$ cat config.mk
export PLATFORM = sky130hd
export DESIGN_NAME = dcache_ctrl
export DESIGN_NICKNAME = d
export VERILOG_FILES = /design/src/source/dcache_pkg.sv /design/src/source/dcache_ctrl.sv /design/src/source/dcache_line_merge.sv
export SDC_FILE = /design/constraint.sdc
export NUM_CORES = 1
export LEC_CHECK = 0
export ABC_AREA = 0
export BUFFER_PORTS_ARGS = -buffer_cell sky130_fd_sc_hd__buf_2
export CAP_MARGIN = 20
export CORE_AREA = 2 2 342 344
export CTS_CLUSTER_SIZE = 14
export DETAILED_ROUTE_END_ITERATION = 16
export DIE_AREA = 0 0 344 346
export PLACE_DENSITY = 0.3
export SLEW_MARGIN = 0
export SYNTH_ARGS = -nofsm -noshare
export SYNTH_HDL_FRONTEND = slang
export SYNTH_SLANG_ARGS = --single-unit
$ cat constraint.sdc
create_clock -name clk -period 4 [get_ports clk]
set_clock_uncertainty 0.2 [all_clocks]
set_input_delay 0.6 -clock clk [delete_from_list [all_inputs] [get_ports clk]]
set_output_delay 0.6 -clock clk [all_outputs]
set_load 0.03 [all_outputs]
$ cat src/source/dcache_pkg.sv
package dcache_pkg;

    // address and data widths
    localparam int ADDR_W = 32;
    localparam int WORD_W = 32;
    localparam int LINE_W = 128;

    // line geometry
    localparam int WORDS_PER_LINE = LINE_W / WORD_W;
    localparam int OFFSET_W = $clog2(LINE_W / 8);

    typedef logic [ADDR_W-1:0] addr_t;
    typedef logic [WORD_W-1:0] word_t;
    // all zeros marks a load
    typedef logic [WORD_W/8-1:0] strb_t;
    typedef logic [LINE_W-1:0] line_t;

    // one request in flight, miss states follow LOOKUP
    typedef enum logic [2:0] {
        IDLE,
        LOOKUP,
        WB_REQ,
        WB_WAIT,
        FILL_REQ,
        FILL_WAIT
    } cache_state_e;

endpackage

$ cat src/source/dcache_ctrl.sv
`timescale 1ns/1ps

module dcache_ctrl #(
    parameter  int NSET  = 64,
    localparam int IDX_W = $clog2(NSET),
    localparam int TAG_W = dcache_pkg::ADDR_W - IDX_W - dcache_pkg::OFFSET_W
) (
    input  logic                         clk,
    input  logic                         rst,
    input  logic                         req_valid_i,
    input  dcache_pkg::addr_t            req_addr_i,
    input  dcache_pkg::strb_t            req_wstrb_i,
    input  dcache_pkg::word_t            req_wdata_i,
    output logic                         req_ready_o,
    output logic                         resp_valid_o,
    output dcache_pkg::word_t            resp_rdata_o,
    output logic                         mem_req_valid_o,
    output logic                         mem_req_we_o,
    output dcache_pkg::addr_t            mem_req_addr_o,
    output dcache_pkg::line_t            mem_req_wdata_o,
    input  logic                         mem_req_ready_i,
    input  logic                         mem_resp_valid_i,
    input  dcache_pkg::line_t            mem_resp_rdata_i,
    input  logic [1:0]                   way_valid_i,
    input  logic [1:0]                   way_dirty_i,
    input  logic [1:0][TAG_W-1:0]        way_tag_i,
    input  dcache_pkg::line_t [1:0]      way_line_i,
    output logic [IDX_W-1:0]             rd_index_o,
    output logic [1:0]                   way_we_o,
    output logic [IDX_W-1:0]             wr_index_o,
    output logic [TAG_W-1:0]             wr_tag_o,
    output logic                         wr_dirty_o,
    output dcache_pkg::line_t            wr_line_o
);
    import dcache_pkg::*;

    localparam int WSEL_W = $clog2(WORDS_PER_LINE);

    cache_state_e     state, next_state;
    addr_t            req_addr_q;
    strb_t            req_wstrb_q;
    word_t            req_wdata_q;
    logic [15:0]      lfsr_q;
    logic             victim_q;
    logic [1:0]       hit;
    logic [IDX_W-1:0] req_idx;
    logic [TAG_W-1:0] req_tag;
    logic             is_store;
    line_t            merge_line_in;
    line_t            merged_line;
    word_t            sel_word;

    assign req_idx  = req_addr_q[OFFSET_W +: IDX_W];
    assign req_tag  = req_addr_q[ADDR_W-1 -: TAG_W];
    assign is_store = |req_wstrb_q;

    always_comb begin
        for (int w = 0; w < 2; w++) begin
            hit[w] = way_valid_i[w] && (way_tag_i[w] == req_tag);
        end
    end

    always_ff @(posedge clk) begin
        if (rst) begin
            state <= IDLE;
        end else begin
            state <= next_state;
        end
    end

    always_ff @(posedge clk) begin
        if (req_ready_o && req_valid_i) begin
            req_addr_q  <= req_addr_i;
            req_wstrb_q <= req_wstrb_i;
            req_wdata_q <= req_wdata_i;
        end
        // victim is fixed once the lookup misses
        if (state == LOOKUP) begin
            victim_q <= lfsr_q[0];
        end
    end

    // free running LFSR on x^16 + x^14 + x^13 + x^11 + 1
    always_ff @(posedge clk) begin
        if (rst) begin
            lfsr_q <= 16'h0001;
        end else begin
            lfsr_q <= {lfsr_q[14:0], lfsr_q[15] ^ lfsr_q[13] ^ lfsr_q[12] ^ lfsr_q[10]};
        end
    end

    always_comb begin
        next_state = state;
        case (state)
            IDLE: begin
                if (req_valid_i) next_state = LOOKUP;
            end
            LOOKUP: begin
                if (|hit) begin
                    next_state = IDLE;
                end else if (way_valid_i[lfsr_q[0]] && way_dirty_i[lfsr_q[0]]) begin
                    next_state = WB_REQ;
                end else begin
                    next_state = FILL_REQ;
                end
            end
            WB_REQ: begin
                if (mem_req_ready_i) next_state = WB_WAIT;
            end
            WB_WAIT: begin
                if (mem_resp_valid_i) next_state = FILL_REQ;
            end
            FILL_REQ: begin
                if (mem_req_ready_i) next_state = FILL_WAIT;
            end
            FILL_WAIT: begin
                if (mem_resp_valid_i) next_state = IDLE;
            end
            default: begin
                next_state = IDLE;
            end
        endcase
    end

    always_comb begin
        resp_valid_o    = 1'b0;
        way_we_o        = 2'b00;
        mem_req_valid_o = 1'b0;
        mem_req_we_o    = 1'b0;
        mem_req_addr_o  = {req_tag, req_idx, {OFFSET_W{1'b0}}};
        case (state)
            LOOKUP: begin
                if (|hit) begin
                    resp_valid_o = 1'b1;
                    way_we_o     = hit & {2{is_store}};
                end
            end
            WB_REQ: begin
                mem_req_valid_o = 1'b1;
                mem_req_we_o    = 1'b1;
                mem_req_addr_o  = {way_tag_i[victim_q], req_idx, {OFFSET_W{1'b0}}};
            end
            FILL_REQ: begin
                mem_req_valid_o = 1'b1;
            end
            FILL_WAIT: begin
                if (mem_resp_valid_i) begin
                    resp_valid_o       = 1'b1;
                    way_we_o[victim_q] = 1'b1;
                end
            end
            default: begin
            end
        endcase
    end

    assign req_ready_o     = (state == IDLE);
    // the set is reread while the miss is serviced so the victim stays on the bus
    assign rd_index_o      = (state == IDLE) ? req_addr_i[OFFSET_W +: IDX_W] : req_idx;
    assign mem_req_wdata_o = way_line_i[victim_q];
    assign merge_line_in   = (state == FILL_WAIT) ? mem_resp_rdata_i : way_line_i[hit[1]];
    assign wr_index_o      = req_idx;
    assign wr_tag_o        = req_tag;
    assign wr_dirty_o      = is_store;
    assign wr_line_o       = merged_line;
    assign resp_rdata_o    = sel_word;

    dcache_line_merge u_merge (
        .line_i  (merge_line_in),
        .offset_i(req_addr_q[OFFSET_W-1 -: WSEL_W]),
        .wstrb_i (req_wstrb_q),
        .wdata_i (req_wdata_q),
        .line_o  (merged_line),
        .word_o  (sel_word)
    );

    a_mem_req_stable: assert property (@(posedge clk) disable iff (rst)
        mem_req_valid_o && !mem_req_ready_i |=> mem_req_valid_o && $stable(mem_req_we_o)
            && $stable(mem_req_addr_o) && $stable(mem_req_wdata_o));

    a_no_resp_in_idle: assert property (@(posedge clk) disable iff (rst)
        resp_valid_o |=> state == IDLE && !resp_valid_o);

    a_single_hit: assert property (@(posedge clk) disable iff (rst)
        state == LOOKUP |-> $onehot0(hit));

endmodule

$ cat src/source/dcache_line_merge.sv
`timescale 1ns/1ps

module dcache_line_merge (
    input  dcache_pkg::line_t                                  line_i,
    input  logic [$clog2(dcache_pkg::WORDS_PER_LINE)-1:0]      offset_i,
    input  dcache_pkg::strb_t                                  wstrb_i,
    input  dcache_pkg::word_t                                  wdata_i,
    output dcache_pkg::line_t                                  line_o,
    output dcache_pkg::word_t                                  word_o
);
    import dcache_pkg::*;

    // load word comes from the line before any store bytes land
    assign word_o = line_i[offset_i*WORD_W +: WORD_W];

    always_comb begin
        line_o = line_i;
        for (int b = 0; b < WORD_W / 8; b++) begin
            if (wstrb_i[b]) begin
                line_o[offset_i*WORD_W + b*8 +: 8] = wdata_i[b*8 +: 8];
            end
        end
    end

endmodule

==> results.json, run 1 <==
{
  "grt_pass1_vias": 15318,
  "initial_core_util_pct": 9.27,
  "cts-htree-levels": 3,
  "worstHoldStart": "req_wdata_i[1]",
  "num_io_pins": 866,
  "nets": 2794,
  "die_w_um": 344,
  "clockBufferDepth": 2,
  "synth.most_common_cell": "nand2_1",
  "hpwl_um": 84900,
  "avgSynthCellArea_sq_um": 8.32,
  "die_area_sq_um": 119000,
  "setup_viol": 21,
  "crit_required_ps": 3200,
  "seq_area_frac_synth_pct": 22.4,
  "rsz0062_at_grt": "yes",
  "rr_endpoint": "state[1]$_SDFFE_PP0P_",
  "crit_fanout": 10,
  "drc_errors": 0,
  "grt_max_degree": 89,
  "synth_area_leader_cell": "edfxtp_1",
  "reg2reg_setup_slack_ps": 1300,
  "maxCapViolCount": 0,
  "fin_crit_sh_pct": 103,
  "grt_pass1_wl_um": 137000,
  "clkTransAtPathRegs_ps": 100,
  "netlist.area_leader.share_pct": 18.8,
  "worstSetupEndpointType": "primary output",
  "post-place-ws_ps": -288,
  "startpoint": "req_addr_q[21]$_DFFE_PP_",
  "maxSlewViolCount": 0,
  "syn-instance-count": 1286,
  "hp-class": "in2reg",
  "first_pass_iters": 5,
  "setup_ws_ps": -134,
  "async_flop_share_pct": 0,
  "tightest_slew_ps": 954,
  "ys_types": 50,
  "worstPathArrival_ps": 3330,
  "io_buffers": 859,
  "clock-sinks": 86,
  "routed_wl_um": 107000,
  "synth_common_cells": "nand2_1 (234), mux2_2 (134), a22o_1 (112)",
  "r2r-start": "req_addr_q[12]$_DFFE_PP_",
  "ant_nets": 0,
  "die_y_um": 346,
  "worstHoldPathCells": 1,
  "max_slew_margin_pct": 36.2,
  "finalCriticalPeriod_ps": 4130,
  "insertion_delay_ps": 400,
  "yosys_warnings": 0,
  "worstSetupStartpointType": "register",
  "leakage_nw": 9.28,
  "ff_latch_area_sq_um": 2390,
  "row_count": 125,
  "totalPowerFinal_mw": 5.29,
  "violations": "negative setup slack",
  "drive_gt1_share_pct": 62.6,
  "grt-ovfl-total": 0,
  "power-per-cell-area_nw_per_um2": 249,
  "core_sq_um": 115000,
  "vdd_drop_max_mv": 0.170,
  "synth_ff_type": "edfxtp_1",
  "fillerInstances": 13237,
  "worstHoldEndpoint": "req_wdata_q[1]$_DFFE_PP_",
  "area_delta_synth_final_pct": 98.8,
  "fmax_mhz": 242,
  "gp_congestion": 0.860,
  "cts_made_buffers": 9,
  "syn_area_sq_um": 10700,
  "antenna_found_initial": 25,
  "multi_input_comb_area_sq_um": 8360,
  "critPathKind": "reg2out",
  "ys_top_cells_by_area": "edfxtp_1 (19%), mux2_2 (14%), a22o_1 (9.2%)",
  "status": "complete, but fails checks",
  "hold_viol": 0,
  "synth-seq-cells": 86,
  "synth_edf_count": 67,
  "cts_root_buf": "clkbuf_16",
  "routedWlPerCell_um": 28.1,
  "grtUsageTotal_pct": 16.8,
  "cts_tree": "built",
  "vias": 15309,
  "ff2ff_path_depth": 9,
  "drtIter0Drc": 754,
  "viasPerCell": 4.01
}
==> critical path, stage by stage (launching register included) <==
cell and delay [ps]:
edfxtp_1 470, xnor2_2 220, nand4_1 200, nor4_4 170, buf_4 170, and4_4 270
buf_4 130, buf_12 140, o211ai_1 230, clkbuf_16 240, mux4_2 500, buf_6 170
==> report_power, final <==
group          leakage (nW)  internal [mW]  switching [mW]
registers             0.793           1.05          0.0983
logic                  8.35           1.21            1.97
clock network         0.140          0.468           0.498
==> metal layers <==
layer / global-route usage, % / routed length, um / part of all wire [%]
met1: 20.7 / 44600 / 42
met3: 3.29 / 6710 / 6.3
met2: 30.4 / 53800 / 50
met4: 2.65 / 1920 / 1.8
met5: 0 / 77 / 0.072
==> worst max-delay path by stage <==
stage	to	slack, ps	cells past startpoint
final	resp_rdata_o[8]	-130	11
after global routing	resp_rdata_o[8]	-260	11
after CTS	resp_rdata_o[8]	-260	11
after detailed placement	resp_rdata_o[14]	-290	13
after global placement	resp_rdata_o[14]	-250	13
after floorplan	req_addr_q[10]$_DFFE_PP_	120	3
==> stage by stage <==
| stage | cells | util, % | area [sq um] | setup TNS (ps) | hold slack, ps |
|---|---|---|---|---|---|
| finish | 3816 | 18.4 | 21300 | -933 | 165 |
| floorplan | 1289 | - | 10700 | 0 | 214 |
| global placement | 3709 | 15.7 | 18100 | -3600 | 215 |
| global route | 3814 | 18.4 | 21300 | -8650 | 137 |
| CTS | 3783 | 17.4 | 20100 | -9140 | 123 |
| detailed placement | 3709 | 15.7 | 18100 | -5190 | 224 |
==> cell usage in the layout (no fill, tap or decap), types with 24 or more instances in the layout <==
cell	count
nand2_1	232
nand4_1	72
xnor2_1	41
o211ai_1	67
a21oi_1	32
buf_6	111
a22o_1	104
edfxtp_1	67
mux2_2	134
o21ai_2	31
buf_2	743
mux2i_1	24
buf_12	50
nor2_1	49
buf_4	198
o21ai_1	25
==> kinds of logic (layout without fill, tap and decap cells) <==
family,Yosys count,in the layout,share of synthesized area (%)
flip-flops,86,86,22.4
adder cells (fa/ha/maj),5,5,0.585
XOR/XNOR,47,47,3.85
AND/OR/NAND/NOR,431,431,18.7
other,1,7,0.0350
AO/OA/AOI/OAI,377,377,25.7
buffers and inverters,160,1160,8.00
multiplexers,179,179,20.8
==> flip-flops by register name, summed over array words and instances, names as in the netlist <==
signal and cells:
req_wdata_q 32, req_addr_q 30, lfsr_q 16, req_wstrb_q 4
state 3, victim_q 1
==> cell type report <==
cell class | instances | area share [%]
flip-flops and latches | 86 | 11.2
clock inverters | 3 | 0.124
diodes | 3 | 0.0353
well taps | 1524 | 8.97
inverters | 5 | 0.0882
clock buffers | 13 | 1.23
multi-input cells | 1043 | 39.3
repair buffers | 1139 | 39.0
==> what timing repair did <==
item,in CTS,in global routing
setup endpoints to repair,129,154
gates resized for setup,273,195
hold endpoints to repair,0,0
hold buffers,0,0
pin swaps,43,94
setup buffers,47,46
cloned,13,8
Note: power is estimated with default switching activity, not from simulation.
==> inputs of run 2 (changes only) <==
GPL_TIMING_DRIVEN = 0   (was not set)
SKIP_LAST_GASP = 1   (was not set)
==> run 2 against run 1 <==
  * Hold slack improved by 4.1 ps
  * Fmax increased by 1.3%
  * Die area stayed put
  * Sequential cell count stayed put
  * The flow still finishes with violations (negative setup slack)
  * Sequential power hardly changed
  * Global-route usage grew 4.1 points
  * Power rose by 3.2%
  * Clock power decreased by 3.8%
  * Largest power group unchanged
==> results.json, run 2 (synthesis gave the netlist of run 1 again) <==
{
  "drive_gt1_share_pct": 62.3,
  "leakage_nw": 9.01,
  "dpl_cell_area_sq_um": 17200,
  "die_w_um": 344,
  "grt-ovfl-total": 0,
  "rsz0062_at_grt": "yes",
  "initial_core_util_pct": 9.27,
  "hpwl_um": 110000,
  "insertion_delay_ps": 390,
  "nets": 2805,
  "clock-sinks": 86,
  "hold_viol": 0,
  "drc_errors": 0,
  "routedWlPerCell_um": 34.0,
  "fin_cells": 3832,
  "design_area_sq_um": 20800,
  "fin_crit_sh_pct": 102,
  "die_area_sq_um": 119000,
  "clkTransAtPathRegs_ps": 90,
  "power-per-cell-area_nw_per_um2": 263,
  "worstSetupStartpointType": "register",
  "cts_made_buffers": 9,
  "tightest_slew_ps": 1120,
  "hp-class": "in2reg",
  "grt_pass1_wl_um": 163000,
  "area_delta_synth_final_pct": 94.3,
  "worstPathArrival_ps": 3280,
  "crit_fanout": 8,
  "vdd_drop_max_mv": 0.158,
  "cts_tree": "built",
  "grtUsageTotal_pct": 20.9,
  "hold-worst-slack_ps": 169,
  "critPathKind": "reg2out",
  "setup_viol": 31,
  "io_buffers": 859,
  "routed_wl_um": 130000,
  "core_sq_um": 115000,
  "gp_congestion": 0.858,
  "clockBufferDepth": 2,
  "finalCriticalPeriod_ps": 4080,
  "antenna_found_initial": 33,
  "totalPowerFinal_mw": 5.47,
  "maxCapViolCount": 0,
  "cts-htree-levels": 3,
  "row_count": 125,
  "die_y_um": 346,
  "cts_root_buf": "clkbuf_16",
  "layout_common_cells": "buf_2 (769), nand2_1 (223), buf_4 (156)",
  "hold_buffers": 0,
  "largest_reg_flops": 32,
  "status": "complete, but fails checks",
  "dp.cells": 3691,
  "worstHoldPathCells": 1,
  "worstSetupEndpointType": "primary output",
  "fillerInstances": 13311,
  "viasPerCell": 4.12,
  "drtIter0Drc": 1004,
  "mostFrequentLayoutCell": "buf_2",
  "setup_ws_ps": -81.3,
  "crit_required_ps": 3200,
  "ff2ff_path_depth": 12,
  "top_regs": "req_wdata_q x32, req_addr_q x30, lfsr_q x16",
  "ant_nets": 0,
  "fmax_mhz": 245,
  "maxSlewViolCount": 0,
  "grt_max_degree": 33,
  "violations": "negative setup slack",
  "max_slew_margin_pct": 25.6,
  "first_pass_iters": 5,
  "grt_pass1_vias": 15922,
  "largest_register": "req_wdata_q",
  "vias": 15792,
  "num_io_pins": 866
}
-- run 2: cell count changes in the layout (fill, tap and decap cells not counted), moves of 6 or more --
cell / before / now
buf_4: 198 / 156
buf_2: 743 / 769
clkbuf_1: 3 / 28
clkbuf_2: 0 / 22
buf_12: 50 / 33
a32oi_1: 22 / 34
a32oi_2: 22 / 10
clkbuf_16: 21 / 9
nand2_1: 232 / 223
clkbuf_4: 2 / 10
nor2_1: 49 / 41
buf_6: 111 / 105
nor2_4: 2 / 8
-- run 2: final cells by class --
cell class              instances  area (sq um)  share of cell area [%]
inverters                       5          32.5                   0.156
clock buffers                  10           229                    1.10
plain buffers                 148          1240                    5.95
diodes                          8          20.0                  0.0963
clock inverters                 6          38.8                   0.187
well taps                    1524          1910                    9.17
repair buffers               1002          6430                    30.9
multi-input cells            1043          8500                    40.9
flip-flops and latches         86          2390                    11.5
-- run 2: critical path, stage by stage, from the launching register on --
cell and delay [ps]:
edfxtp_1 440, xnor2_2 210, nand4_1 210, nor4_4 190, buf_6 160, and4_4 310, buf_12 200, buf_12 160
o211ai_1 220, mux4_2 580, buf_6 170
-- run 2: layer usage --
metal / up-vias / share of wire, % / global-route usage (%)
met5: - / 0.072 / 0
met2: 788 / 51 / 38.1
li1: 6971 / - / -
met3: 120 / 6.5 / 4.49
met4: 16 / 2.0 / 4.34
met1: 7897 / 40 / 24.7
-- run 2: worst paths after layout --
path	start	to	slack [ps]
hold reg to reg	lfsr_q[14]$_SDFF_PP0_	lfsr_q[15]$_SDFF_PP0_	240
setup / recovery	req_addr_q[21]$_DFFE_PP_	resp_rdata_o[28]	-80
setup reg to reg	req_addr_q[21]$_DFFE_PP_	state[1]$_SDFFE_PP0P_	1150
hold / removal	req_wdata_i[13]	req_wdata_q[13]$_DFFE_PP_	170
-- run 2: timing repair --
item                       in CTS  in global routing
gates cloned                    6                  0
setup buffers                  96                 28
gates resized for setup       453                152
pin swaps                      93                 61
setup endpoints to repair     199                150
-- run 2: power by group --
| part | leakage [nW] | internal (mW) | switching [mW] | total, mW |
|---|---|---|---|---|
| Combinational | 8.09 | 1.22 | 2.19 | 3.40 |
| Sequential | 0.794 | 1.05 | 0.0794 | 1.13 |
| Clock | 0.120 | 0.422 | 0.507 | 0.929 |
-- run 2: through the flow --
step | worst slack (ps) | TNS [ps] | utilization [%]
floorplan | 122 | 0 | -
global placement | -3680 | -498660 | 14.7
detailed placement | -1940 | -208320 | 14.9
CTS | -304 | -13680 | 17.4
global route | -248 | -10390 | 18.0
finish | -81.3 | -1240 | 18.0
